$ cat src/ct_cfg.svh
////////////////////
// tag is sized for CT_NUM_IN+1 codes; 2**CT_LG_CREDIT_DECIMATION must not exceed
// CT_REMOTE_CREDITS, and the credit fields must fit inside CT_WIDTH
////////////////////
`ifndef CT_CFG_SVH
`define CT_CFG_SVH

// payload bits per channel word
`define CT_WIDTH 16
`define CT_NUM_IN 3
// receive FIFO depth, also the initial credits
`define CT_REMOTE_CREDITS 4
`define CT_LG_CREDIT_DECIMATION 1

`endif
$ cat src/ct_pkg.sv
////////////////////
// credit view needs TAG_W + CNT_W bits of payload width
////////////////////
`include "ct_cfg.svh"
`default_nettype none

package ct_pkg;

   localparam int TAG_W  = $clog2(`CT_NUM_IN + 1);
   localparam int LINK_W = TAG_W + `CT_WIDTH;
   localparam int CNT_W  = $clog2(`CT_REMOTE_CREDITS + 1);
   localparam int PAD_W  = `CT_WIDTH - TAG_W - CNT_W;

   // highest tag code marks a credit-return word
   localparam logic [TAG_W-1:0] CREDIT_TAG = TAG_W'(`CT_NUM_IN);

   typedef logic [CNT_W-1:0] cnt_t;

   typedef struct packed {
      logic [TAG_W-1:0]    tag;
      logic [`CT_WIDTH-1:0] payload;
   } data_view_t;

   // pad sits above channel and count
   typedef struct packed {
      logic [TAG_W-1:0] tag;
      logic [PAD_W-1:0] pad;
      logic [TAG_W-1:0] channel;
      cnt_t             count;
   } credit_view_t;

   typedef union packed {
      data_view_t   data;
      credit_view_t credit;
   } link_word_u;

endpackage

`default_nettype wire

$ cat src/ct_credit_if.sv
////////////////////
// valid/yumi, rx holds fields stable until yumi
////////////////////
`timescale 1ns/1ps
`default_nettype none

interface ct_credit_if;
   import ct_pkg::*;

   // credit word request from the receive half
   logic             v;
   logic [TAG_W-1:0] channel;
   cnt_t             count;
   // taken when the credit word leaves on the link
   logic             yumi;

   modport rx (output v, output channel, output count, input yumi);
   modport tx (input v, input channel, input count, output yumi);

endinterface

`default_nettype wire

$ cat src/channel_tunnel.sv
////////////////////
// all ports valid/yumi; channel ports packed per channel
////////////////////
`timescale 1ns/1ps
`include "ct_cfg.svh"
`default_nettype none

module channel_tunnel
(
   input  logic                                clk_i,
   input  logic                                rst_n_i,
   input  logic [`CT_NUM_IN-1:0][`CT_WIDTH-1:0] data_i,
   input  logic [`CT_NUM_IN-1:0]               v_i,
   output logic [`CT_NUM_IN-1:0]               yumi_o,
   output logic [`CT_NUM_IN-1:0][`CT_WIDTH-1:0] data_o,
   output logic [`CT_NUM_IN-1:0]               v_o,
   input  logic [`CT_NUM_IN-1:0]               yumi_i,
   output logic [ct_pkg::LINK_W-1:0]           multi_data_o,
   output logic                                multi_v_o,
   input  logic                                multi_yumi_i,
   input  logic [ct_pkg::LINK_W-1:0]           multi_data_i,
   input  logic                                multi_v_i,
   output logic                                multi_yumi_o
);
   import ct_pkg::*;

   logic             credit_add_v;
   logic [TAG_W-1:0] credit_add_channel;
   cnt_t             credit_add_count;

   // credit-return requests from the receive half
   ct_credit_if cred ();

   ct_tunnel_out u_out
   (
      .clk_i                (clk_i),
      .rst_n_i              (rst_n_i),
      .data_i               (data_i),
      .v_i                  (v_i),
      .yumi_o               (yumi_o),
      .multi_data_o         (multi_data_o),
      .multi_v_o            (multi_v_o),
      .multi_yumi_i         (multi_yumi_i),
      .credit_add_v_i       (credit_add_v),
      .credit_add_channel_i (credit_add_channel),
      .credit_add_count_i   (credit_add_count),
      .cred                 (cred.tx)
   );

   ct_tunnel_in u_in
   (
      .clk_i                (clk_i),
      .rst_n_i              (rst_n_i),
      .multi_data_i         (multi_data_i),
      .multi_v_i            (multi_v_i),
      .multi_yumi_o         (multi_yumi_o),
      .data_o               (data_o),
      .v_o                  (v_o),
      .yumi_i               (yumi_i),
      .credit_add_v_o       (credit_add_v),
      .credit_add_channel_o (credit_add_channel),
      .credit_add_count_o   (credit_add_count),
      .cred                 (cred.rx)
   );

endmodule

`default_nettype wire

$ cat src/ct_tunnel_in.sv
////////////////////
// link is always accepted; the sender's credits keep every FIFO from overflowing
////////////////////
`timescale 1ns/1ps
`include "ct_cfg.svh"
`default_nettype none

module ct_tunnel_in
(
   input  logic                                clk_i,
   input  logic                                rst_n_i,
   input  ct_pkg::link_word_u                  multi_data_i,
   input  logic                                multi_v_i,
   output logic                                multi_yumi_o,
   output logic [`CT_NUM_IN-1:0][`CT_WIDTH-1:0] data_o,
   output logic [`CT_NUM_IN-1:0]               v_o,
   input  logic [`CT_NUM_IN-1:0]               yumi_i,
   output logic                                credit_add_v_o,
   output logic [ct_pkg::TAG_W-1:0]            credit_add_channel_o,
   output ct_pkg::cnt_t                        credit_add_count_o,
   ct_credit_if.rx                             cred
);
   import ct_pkg::*;

   localparam int num_in_lp = `CT_NUM_IN;
   localparam int dec_w_lp  = (`CT_LG_CREDIT_DECIMATION > 0) ? `CT_LG_CREDIT_DECIMATION : 1;
   localparam logic [dec_w_lp-1:0] dec_last_lp = dec_w_lp'((1 << `CT_LG_CREDIT_DECIMATION) - 1);
   localparam cnt_t dec_count_lp = cnt_t'(1 << `CT_LG_CREDIT_DECIMATION);

   logic                               is_cred;
   logic [num_in_lp-1:0]               fifo_v;
   logic [num_in_lp-1:0]               fifo_ready;
   logic [num_in_lp-1:0]               taken;
   logic [num_in_lp-1:0]               dec_wrap;
   logic [num_in_lp-1:0]               take;
   logic [num_in_lp-1:0][dec_w_lp-1:0] dec_r;
   cnt_t [num_in_lp-1:0]               pend_r;
   logic                               sel_v;
   logic [TAG_W-1:0]                   sel_ch;
   logic                               load;
   logic                               cred_v_r;
   logic [TAG_W-1:0]                   cred_ch_r;

   assign multi_yumi_o = multi_v_i;
   assign is_cred      = (multi_data_i.data.tag == CREDIT_TAG);

   // credit words bypass the FIFOs to the send half
   assign credit_add_v_o       = multi_v_i & is_cred;
   assign credit_add_channel_o = multi_data_i.credit.channel;
   assign credit_add_count_o   = multi_data_i.credit.count;

   for (genvar i = 0; i < num_in_lp; i++)
   begin : g_ch
      assign fifo_v[i] = multi_v_i & ~is_cred & (multi_data_i.data.tag == TAG_W'(i));

      ct_fifo #(.depth_p(`CT_REMOTE_CREDITS), .width_p(`CT_WIDTH)) u_fifo
      (
         .clk_i   (clk_i),
         .rst_n_i (rst_n_i),
         .data_i  (multi_data_i.data.payload),
         .v_i     (fifo_v[i]),
         .ready_o (fifo_ready[i]),
         .data_o  (data_o[i]),
         .v_o     (v_o[i]),
         .yumi_i  (yumi_i[i])
      );

      assign taken[i]    = yumi_i[i] & v_o[i];
      assign dec_wrap[i] = taken[i] & (dec_r[i] == dec_last_lp);
      assign take[i]     = load & (sel_ch == TAG_W'(i));
   end

   // lowest channel with a pending credit word
   always_comb
   begin
      sel_v  = 1'b0;
      sel_ch = '0;
      for (int i = num_in_lp - 1; i >= 0; i--)
      begin
         if (pend_r[i] != '0)
         begin
            sel_v  = 1'b1;
            sel_ch = TAG_W'(i);
         end
      end
   end

   assign load = sel_v & (~cred_v_r | cred.yumi);

   assign cred.v       = cred_v_r;
   assign cred.channel = cred_ch_r;
   assign cred.count   = dec_count_lp;

   always_ff @(posedge clk_i or negedge rst_n_i)
   begin
      if (!rst_n_i)
      begin
         dec_r     <= '0;
         pend_r    <= '0;
         cred_v_r  <= 1'b0;
         cred_ch_r <= '0;
      end
      else
      begin
         for (int i = 0; i < num_in_lp; i++)
         begin
            if (taken[i])
               dec_r[i] <= dec_wrap[i] ? '0 : dec_r[i] + 1'b1;
            pend_r[i] <= pend_r[i] + cnt_t'(dec_wrap[i]) - cnt_t'(take[i]);
         end
         // request register only reloads once the old word has gone
         if (~cred_v_r | cred.yumi)
         begin
            cred_v_r  <= sel_v;
            cred_ch_r <= sel_ch;
         end
      end
   end

endmodule

`default_nettype wire

$ cat src/ct_tunnel_out.sv
////////////////////
// link idles for one cycle out of reset; a stalled word is held until taken
////////////////////
`timescale 1ns/1ps
`include "ct_cfg.svh"
`default_nettype none

module ct_tunnel_out
(
   input  logic                                clk_i,
   input  logic                                rst_n_i,
   input  logic [`CT_NUM_IN-1:0][`CT_WIDTH-1:0] data_i,
   input  logic [`CT_NUM_IN-1:0]               v_i,
   output logic [`CT_NUM_IN-1:0]               yumi_o,
   output ct_pkg::link_word_u                  multi_data_o,
   output logic                                multi_v_o,
   input  logic                                multi_yumi_i,
   input  logic                                credit_add_v_i,
   input  logic [ct_pkg::TAG_W-1:0]            credit_add_channel_i,
   input  ct_pkg::cnt_t                        credit_add_count_i,
   ct_credit_if.tx                             cred
);
   import ct_pkg::*;

   localparam int num_in_lp = `CT_NUM_IN;

   cnt_t [num_in_lp-1:0] cnt_r;
   logic [num_in_lp-1:0] has_cred;
   logic [num_in_lp-1:0] req;
   logic [num_in_lp-1:0] arb_grant;
   logic [num_in_lp-1:0] grant;
   logic [num_in_lp-1:0] grant_r;
   logic                 live_r;
   logic                 stall_r;
   logic                 cred_sel_r;
   logic                 cred_sel;

   always_comb
   begin
      for (int i = 0; i < num_in_lp; i++)
         has_cred[i] = (cnt_r[i] != '0);
   end

   // during a stall only the held channel may request
   assign req = stall_r ? grant_r : (v_i & has_cred & {num_in_lp{live_r}});

   ct_rr_arb #(.n_p(num_in_lp)) u_arb
   (
      .clk_i     (clk_i),
      .rst_n_i   (rst_n_i),
      .req_i     (req),
      .grant_o   (arb_grant),
      .advance_i (|yumi_o)
   );

   // credit words go first unless a data word is already on the link
   assign cred_sel   = stall_r ? cred_sel_r : cred.v;
   assign grant      = cred_sel ? '0 : arb_grant;
   assign multi_v_o  = cred_sel | (|grant);
   assign cred.yumi  = cred_sel & multi_yumi_i;
   assign yumi_o     = grant & {num_in_lp{multi_yumi_i}};

   always_comb
   begin
      multi_data_o = '0;
      if (cred_sel)
      begin
         multi_data_o.credit.tag     = CREDIT_TAG;
         multi_data_o.credit.channel = cred.channel;
         multi_data_o.credit.count   = cred.count;
      end
      else
      begin
         for (int i = 0; i < num_in_lp; i++)
         begin
            if (grant[i])
            begin
               multi_data_o.data.tag     = TAG_W'(i);
               multi_data_o.data.payload = data_i[i];
            end
         end
      end
   end

   always_ff @(posedge clk_i or negedge rst_n_i)
   begin
      if (!rst_n_i)
      begin
         for (int i = 0; i < num_in_lp; i++)
            cnt_r[i] <= cnt_t'(`CT_REMOTE_CREDITS);
         live_r     <= 1'b0;
         stall_r    <= 1'b0;
         cred_sel_r <= 1'b0;
         grant_r    <= '0;
      end
      else
      begin
         live_r     <= 1'b1;
         stall_r    <= multi_v_o & ~multi_yumi_i;
         cred_sel_r <= cred_sel;
         grant_r    <= grant;
         // sent words take a credit, returned credit words add theirs
         for (int i = 0; i < num_in_lp; i++)
            cnt_r[i] <= cnt_r[i] - cnt_t'(yumi_o[i])
                        + ((credit_add_v_i && credit_add_channel_i == TAG_W'(i))
                           ? credit_add_count_i : '0);
      end
   end

endmodule

`default_nettype wire

$ cat src/ct_rr_arb.sv
////////////////////
// channel 0 wins first after reset
////////////////////
`timescale 1ns/1ps
`default_nettype none

module ct_rr_arb
#(
   parameter int n_p = 3
)
(
   input  logic           clk_i,
   input  logic           rst_n_i,
   input  logic [n_p-1:0] req_i,
   output logic [n_p-1:0] grant_o,
   input  logic           advance_i
);

   localparam int idx_w_lp = (n_p > 1) ? $clog2(n_p) : 1;

   logic [idx_w_lp-1:0] last_r;
   logic [idx_w_lp-1:0] grant_idx;

   // search starts just past the last winner
   always_comb
   begin
      int   idx;
      logic found;
      grant_o   = '0;
      grant_idx = last_r;
      found     = 1'b0;
      for (int k = 1; k <= n_p; k++)
      begin
         idx = (int'(last_r) + k) % n_p;
         if (!found && req_i[idx])
         begin
            grant_o[idx] = 1'b1;
            grant_idx    = idx_w_lp'(idx);
            found        = 1'b1;
         end
      end
   end

   always_ff @(posedge clk_i or negedge rst_n_i)
   begin
      if (!rst_n_i)
         last_r <= idx_w_lp'(n_p - 1);
      else if (advance_i)
         last_r <= grant_idx;
   end

endmodule

`default_nettype wire

$ cat src/ct_fifo.sv
////////////////////
// writes while full are dropped; the tunnel's credits prevent them
////////////////////
`timescale 1ns/1ps
`default_nettype none

module ct_fifo
#(
   parameter int depth_p = 4,
   parameter int width_p = 16
)
(
   input  logic               clk_i,
   input  logic               rst_n_i,
   input  logic [width_p-1:0] data_i,
   input  logic               v_i,
   output logic               ready_o,
   output logic [width_p-1:0] data_o,
   output logic               v_o,
   input  logic               yumi_i
);

   localparam int ptr_w_lp = (depth_p > 1) ? $clog2(depth_p) : 1;
   localparam int cnt_w_lp = $clog2(depth_p + 1);

   logic [width_p-1:0]  mem [depth_p];
   logic [ptr_w_lp-1:0] wr_ptr_r;
   logic [ptr_w_lp-1:0] rd_ptr_r;
   logic [cnt_w_lp-1:0] count_r;
   logic                wr;
   logic                rd;

   function automatic logic [ptr_w_lp-1:0] next_ptr(input logic [ptr_w_lp-1:0] p);
      return (p == ptr_w_lp'(depth_p - 1)) ? '0 : p + 1'b1;
   endfunction

   assign ready_o = (count_r != cnt_w_lp'(depth_p));
   // head word and valid come straight from flops
   assign v_o     = (count_r != '0);
   assign data_o  = mem[rd_ptr_r];
   assign wr      = v_i & ready_o;
   assign rd      = yumi_i & v_o;

   always_ff @(posedge clk_i)
   begin
      if (wr)
         mem[wr_ptr_r] <= data_i;
   end

   always_ff @(posedge clk_i or negedge rst_n_i)
   begin
      if (!rst_n_i)
      begin
         wr_ptr_r <= '0;
         rd_ptr_r <= '0;
         count_r  <= '0;
      end
      else
      begin
         if (wr)
            wr_ptr_r <= next_ptr(wr_ptr_r);
         if (rd)
            rd_ptr_r <= next_ptr(rd_ptr_r);
         count_r <= count_r + cnt_w_lp'(wr) - cnt_w_lp'(rd);
      end
   end

endmodule

`default_nettype wire

$ cat config.mk
export PLATFORM = sky130hd
export DESIGN_NAME = channel_tunnel
export DESIGN_NICKNAME = d
export VERILOG_FILES = /design/src/ct_pkg.sv /design/src/ct_credit_if.sv /design/src/channel_tunnel.sv /design/src/ct_tunnel_in.sv /design/src/ct_tunnel_out.sv /design/src/ct_rr_arb.sv /design/src/ct_fifo.sv
export VERILOG_INCLUDE_DIRS = /design/src
export SDC_FILE = /design/constraint.sdc
export NUM_CORES = 1
export LEC_CHECK = 0
export ABC_CLOCK_PERIOD_IN_PS = 11150
export BUFFER_PORTS_ARGS = -buffer_cell sky130_fd_sc_hd__buf_2
export CAP_MARGIN = 10
export CORE_UTILIZATION = 47
export CTS_CLUSTER_SIZE = 30
export DETAILED_ROUTE_END_ITERATION = 10
export GPL_TIMING_DRIVEN = 1
export MAX_ROUTING_LAYER = met4
export PLACE_DENSITY = 0.67
export SYNTH_ARGS = -nofsm -noshare
export SYNTH_HDL_FRONTEND = slang
export SYNTH_SLANG_ARGS = --single-unit
export TNS_END_PERCENT = 30
$ cat constraint.sdc
create_clock -name clk_i -period 11.15 [get_ports clk_i]
set_clock_uncertainty 0.1 [all_clocks]
set_input_delay 0 -clock clk_i [delete_from_list [all_inputs] [get_ports clk_i]]
set_output_delay 0 -clock clk_i [all_outputs]
set_load 0.03 [all_outputs]
==> flow_metrics.tcl, run 1 <==
set metrics [dict create \
    layout.nets 924 \
    violations "design-rule violations" \
    avgSynthCellArea_sq_um 17.08 \
    die_y_um 152.1 \
    drt_iter0_drc 278 \
    antenna_left 0 \
    async_flop_share 0.2163 \
    rows 54 \
    fmax_ghz 0.2514 \
    switching_power_mw 1.003 \
    drive_above_1_share 0.3114 \
    synth-seq-cells 245 \
    yosysTopAreaCellShare 0.5445 \
    whs_ps 37.12 \
    maxSlewViolCount 0 \
    cellPowerDensity_nw_per_um2 240.8 \
    port_buffers 149 \
    synthCells 620 \
    arrival_ps 4310 \
    drtPass1Iterations 10 \
    wl_per_cell_um 19.36 \
    vdd_ir_drop_max_v 0.0001259 \
    worstSkewPairLatency_ps 510 \
    drc 14 \
    synth_edf_count 192 \
    hp-class "primary input to async pin" \
    numCtsBuffers 26 \
    syn-cell-area_sq_um 10590 \
    clkPwrFrac 0.279 \
    place_hpwl_um 14140 \
    cts_setup_buffers 0 \
    slew_headroom 0.2661 \
    die_area_sq_um 23130 \
    track_usage 0.1944 \
    fin_crit_sh 0.3567 \
    grt_first_pass_wirelength_um 34180 \
    synth_top_cells_by_area "edfxtp_1 (54%), dfrtp_1 (12%), mux4_2 (10%)" \
    fin_tns_setup_ps 0 \
    start_util 0.4822 \
    cp_slowest_cell "dfstp_2" \
    grt_max_degree 54 \
    ys_warn_count 0 \
    path_cells "o311ai_1 > mux2_4 > or3b_4 > a31oi_4 > a21o_1 > and3_1 > ha_1 > inv_1 > ha_1 > inv_1 > fa_1 > xor2_1 > xnor2_1 > xnor2_1" \
    worstPathMaxFanout 21 \
    area_delta_synth_final_pct 19.90 \
    chipWidth_um 152.1 \
    seqPwrFrac 0.420 \
    io_pins 150 \
    ys.flop_type "edfxtp_1" \
    p_int_mw 2.053 \
    drv_cap 0 \
    via_per_inst 5.403 \
    slowest_delay_ps 540 \
    antennaDiodeCount 0 \
    critPathRequiredTime_ps 11490 \
    post_cts_resize_count 0 \
    endpoint_kind "flip-flop" \
    postCtsHoldBufs 27 \
    cts_htree_levels 1 \
    crit_type "flip-flop to flip-flop" \
    final_hold_viol_count 0 \
    grt_pass1_vias 6487 \
    ys_seq_area_frac 0.6702 \
    cts-root-buf "clkbuf_16" \
    grt_setup_unrepaired "false" \
    setup_viol 0 \
    fillers 1670 \
    switching_share 0.3283 \
    grt.overflow.total 0 \
    cts_tree "built" \
    routed_wl_um 21280 \
    synth.distinct_cells 60 \
    routabilityCongestion 0.9448 \
    yosysTopAreaCell "edfxtp_1" \
    antenna_found_initial 0 \
    clkTransAtPathRegs_ps 50 \
    leakagePower_nw 4.897 \
    start_kind "flip-flop" \
    period_needed_ps 3977 \
    p_comb_frac 0.301 \
    coreArea_sq_um 21960 \
    status "finished with violations" \
    clock_path_buffers 3 \
    clock_sinks 245 \
    vias 5938 \
    worstMarginPinSlew_ps 1101 \
    syn-num-nets 745 \
]
[layer usage]
layer | track usage | vias to the layer above | wire (um)
met4 | 0.03984 | 0 | 299
met5 | - | - | 0
met2 | 0.3485 | 198 | 11190
met3 | 0.02767 | 34 | 995
li1 | - | 2716 | -
met1 | 0.2341 | 2990 | 8796
[through the flow]
stage / total power [mW] / std cells / area [sq um] / util / worst slack (ps)
final: 3.057 / 1099 / 12700 / 0.5782 / 7173
after global routing: 3.219 / 1099 / 12700 / 0.5782 / 6929
after global placement: 2.175 / 1024 / 11570 / 0.5269 / 7335
after floorplan: 1.977 / 620 / 10590 / - / 7421
after detailed placement: 2.229 / 1024 / 11570 / 0.5269 / 7211
after CTS: 3.097 / 1099 / 12700 / 0.5782 / 7149
[worst max-delay path: cells and delay by family, from the launching register on]
family          cells  cell delay [ps]
compound gates      3              910
fa+ha+maj           3              730
simple gates        2              670
flops               1              540
xor+xnor            3              500
mux                 1              340
buf+inv             2              100
[cells by family after synthesis]
logic type | synth area share
AOI/OAI and AO/OA | 0.04691
xor gates and xnor gates | 0.01985
adders and majority gates | 0.06428
buffers and inverters | 0.03108
DFF | 0.6702
muxes | 0.1149
other | 0.0003541
and+or+nand+nor | 0.05246
[state kept, by name, indices dropped and copies added (netlist names)]
name	count
u_in.g_ch.u_fifo.mem	192
u_in.pend_r	9
u_out.grant_r	3
u_in.cred.channel	2
u_in.cred.v	1
u_in.dec_r	3
u_out.stall_r	1
u_in.g_ch.u_fifo.wr_ptr_r	6
u_in.g_ch.u_fifo.rd_ptr_r	6
u_out.live_r	1
u_in.g_ch.u_fifo.count_r	9
u_out.cred_sel_r	1
u_out.u_arb.last_r	2
u_out.cnt_r	9
[cell usage after synthesis, types with 5 or more instances]
master / instances
a21oi_1: 5
a221o_1: 13
and2_1: 19
and3_1: 15
clkbuf_1: 18
dfrtp_1: 49
edfxtp_1: 192
fa_1: 9
ha_1: 40
inv_1: 49
mux2_2: 6
mux4_2: 49
nand2_1: 24
nand3_1: 5
nor2_1: 15
nor3_1: 5
o21ai_0: 8
or3_1: 7
xnor2_1: 19
xor2_1: 5
[layout by cell type, fill, tap and decap left out, types with 24 or more instances in the layout]
cell type / count
buf_2: 149
clkbuf_16: 26
dfrtp_1: 49
dlygate4sd3_1: 27
edfxtp_1: 192
ha_1: 40
inv_1: 49
mux4_2: 49
nand2_1: 24
[final cells by class]
type                    instances  area (sq um)  area share
repair buffers                179          1039     0.08180
clock inverters                13         171.4     0.01350
inverters                      51         191.4     0.01508
flip-flops and latches        245          7097      0.5590
well taps                     280         350.3     0.02759
clock buffers                  35         684.4     0.05391
multi-input cells             296          3163      0.2491
[path summary, 6_finish.rpt]
path | to | depth (start not counted) | slack (ps) | startpoint
max reg2reg | u_out.cnt_r[8] | 14 | 7170 | u_out.cnt_r[8]
max in group asynchronous | u_out.grant_r[1] | 3 | 10460 | rst_n_i
max | u_out.cnt_r[8] | 14 | 7170 | u_out.cnt_r[8]
min | u_in.dec_r[1] | 3 | 40 | rst_n_i
min in group clk_i | u_out.stall_r | 3 | 200 | multi_yumi_i
min reg2reg | u_in.dec_r[1] | 1 | 370 | u_in.dec_r[1]
[power groups by stage]
stage          Combinational, mW  Clock, mW  Sequential, mW
6_report                   0.919      0.854            1.28
5_1_grt                     1.00      0.904            1.31
4_1_cts                    0.936      0.872            1.29
3_5_place_dp               0.923          0            1.31
3_3_place_gp               0.880          0            1.29
2_1_floorplan              0.784          0            1.19
Power figures use the tool's default switching activity.
==> run 2, diff against run 1 <==
--- a/config.mk
+++ b/config.mk
@@ -6,7 +6,7 @@
 export SDC_FILE = /design/constraint.sdc
 export NUM_CORES = 1
 export LEC_CHECK = 0
-export ABC_CLOCK_PERIOD_IN_PS = 11150
+export ABC_CLOCK_PERIOD_IN_PS = 3600
 export BUFFER_PORTS_ARGS = -buffer_cell sky130_fd_sc_hd__buf_2
 export CAP_MARGIN = 10
 export CORE_UTILIZATION = 47
@@ -14,7 +14,7 @@
 export DETAILED_ROUTE_END_ITERATION = 10
 export GPL_TIMING_DRIVEN = 1
 export MAX_ROUTING_LAYER = met4
-export PLACE_DENSITY = 0.67
+export PLACE_DENSITY = 0.7
 export SYNTH_ARGS = -nofsm -noshare
 export SYNTH_HDL_FRONTEND = slang
 export SYNTH_SLANG_ARGS = --single-unit
==> constraint.sdc (replaced) <==
create_clock -name clk_i -period 3.6 [get_ports clk_i]
set_clock_uncertainty 0.1 [all_clocks]
set_input_delay 0 -clock clk_i [delete_from_list [all_inputs] [get_ports clk_i]]
set_output_delay 0 -clock clk_i [all_outputs]
set_load 0.03 [all_outputs]
==> run 2 against run 1 <==
The run still ends with design-rule violations left. Final area rose by 2.1%. Setup slack got worse by 7100 ps. First-iteration DRC count up 26%. Sequential power rose to 3.1 times the previous value. Clock power rose to 3.1 times the previous value. Critical endpoint is now multi_data_o[5].
==> flow_metrics.tcl, run 2 (synthesis results as in run 1) <==
set metrics [dict create \
    clkPwrFrac 0.273 \
    cts_htree_levels 1 \
    clock_sinks 245 \
    status "finished with violations" \
    cts-root-buf "clkbuf_16" \
    slew_headroom 0.2554 \
    worstSkewPairLatency_ps 520 \
    cts_tree "built" \
    seqPwrFrac 0.416 \
    p_int_mw 6.375 \
    grt_pass1_vias 6643 \
    regMostFlops "u_in.g_ch.u_fifo.mem" \
    arrival_ps 3450 \
    clock_path_buffers 3 \
    leakagePower_nw 4.968 \
    ff2ff_setup_slack_ps 70 \
    cellPowerDensity_nw_per_um2 740.4 \
    largest_reg_flops 192 \
    r2r_cells 14 \
    setup_viol 0 \
    rows 54 \
    worstMarginPinSlew_ps 1117 \
    fin_crit_sh 0.9857 \
    power_mw 9.595 \
    track_usage 0.2094 \
    grt_max_degree 39 \
    clkTransAtPathRegs_ps 60 \
    dpl_cell_area_sq_um 11640 \
    coreArea_sq_um 21960 \
    layout_setup_ws_ps 51.50 \
    final_common_cell "edfxtp_1" \
    routed_wl_um 23160 \
    antennaDiodeCount 0 \
    fin_area_sq_um 12960 \
    start_util 0.4822 \
    via_per_inst 5.482 \
    fillers 1644 \
    final_hold_viol_count 0 \
    numCtsBuffers 25 \
    place_ws_ps -47.36 \
    violations "design-rule violations" \
    endpoint "multi_data_o[5]" \
    mostFrequentLayoutCells "edfxtp_1 (192), buf_2 (149), mux4_2 (49), dfrtp_1 (49), inv_1 (44)" \
    regArea_sq_um 7097 \
    drive_above_1_share 0.3529 \
    worstPathMaxFanout 7 \
    vdd_ir_drop_max_v 0.0003159 \
    routabilityCongestion 0.9561 \
    endpoint_kind "output pin" \
    die_area_sq_um 23130 \
    drc 16 \
    critPathRequiredTime_ps 3500 \
    grt.overflow.total 0 \
    area_delta_synth_final_pct 22.38 \
    antenna_left 0 \
    switching_power_mw 3.219 \
    die_y_um 152.1 \
    crit_type "flip-flop to output pin" \
    io_pins 150 \
    start_kind "flip-flop" \
    r2r-start "u_out.cnt_r[8]" \
    drv_cap 0 \
    period_needed_ps 3548 \
    drt_iter0_drc 349 \
    wl_per_cell_um 20.81 \
    hp-class "primary input to async pin" \
    r2r_end "u_out.cnt_r[2]" \
    place_hpwl_um 15550 \
    grt_first_pass_wirelength_um 36270 \
    maxSlewViolCount 0 \
    p_comb_frac 0.311 \
    fmax_ghz 0.2818 \
    antenna_found_initial 0 \
    multi_input_area_sq_um 3321 \
    chipWidth_um 152.1 \
    drtPass1Iterations 7 \
    grt_setup_unrepaired "true" \
    port_buffers 149 \
    layout.nets 940 \
    startpoint "u_out.cnt_r[8]" \
    vias 6102 \
    switching_share 0.3355 \
]
==> run 2: cell count changes in the layout (fill, tap and decap cells not counted), moves of 4 or more <==
cell	before	now
buf_4	3	17
ha_1	40	34
ha_4	0	5
inv_1	49	44
inv_2	0	4
==> run 2: power groups by stage <==
stage	registers (mW)	clock network [mW]	logic [mW]
2_1_floorplan	3.69	0	2.43
3_3_place_gp	4.01	0	2.75
3_5_place_dp	4.05	0	2.89
4_1_cts	4.00	2.65	2.94
5_1_grt	4.08	2.76	3.26
6_report	4.00	2.61	2.98
==> run 2: metrics by stage <==
step | cells | TNS [ps] | hold WS, ps | util
2_1_floorplan | 620 | -47.76 | -395.6 | -
3_3_place_gp | 1031 | 0 | -172.0 | 0.5299
3_5_place_dp | 1031 | -89.16 | -163.3 | 0.5299
4_1_cts | 1106 | 0 | 16.95 | 0.5815
5_1_grt | 1113 | -136.0 | 58.92 | 0.5901
6_report | 1113 | 0 | 7.314 | 0.5901
==> run 2: final cells by class <==
class | instances | share of cell area
clock buffers | 31 | 0.05001
flip-flops and latches | 245 | 0.5476
repair buffers | 195 | 0.09057
multi-input cells | 297 | 0.2563
well taps | 280 | 0.02703
inverters | 51 | 0.01497
clock inverters | 14 | 0.01352
==> run 2: what timing repair did <==
item,CTS,global route
setup endpoints to repair,15,11
endpoints found under the hold margin,265,0
cloned,0,1
hold buffers,28,0
setup buffers,2,6
pin swaps,5,23
gates resized for setup,4,25
==> run 2: worst min path at each step <==
stage,start,endpoint
final,rst_n_i,u_in.g_ch[2].u_fifo.count_r[1]
after global routing,rst_n_i,u_in.dec_r[2]
after CTS,rst_n_i,u_in.g_ch[2].u_fifo.count_r[2]
after detailed placement,rst_n_i,u_in.g_ch[1].u_fifo.count_r[0]
after global placement,rst_n_i,u_in.g_ch[1].u_fifo.count_r[0]
after floorplan,rst_n_i,u_in.cred.channel[0]
==> run 2: routing by layer <==
metal / track usage / up-vias / wire length (um)
met2: 0.3544 / 221 / 11980
met3: 0.04335 / 46 / 1446
li1: - / 2748 / -
met1: 0.2499 / 3087 / 9125
met4: 0.07191 / 0 / 613
met5: - / - / 0
==> run 2: worst max-delay path, cell delays in order (launching register included) <==
cell	delay, ps
dfstp_2	560
o311ai_4	110
mux2_4	320
or3b_4	430
a31oi_4	220
buf_4	160
a31oi_2	110
buf_4	200
and3_2	270
a221o_1	370
buf_2	180
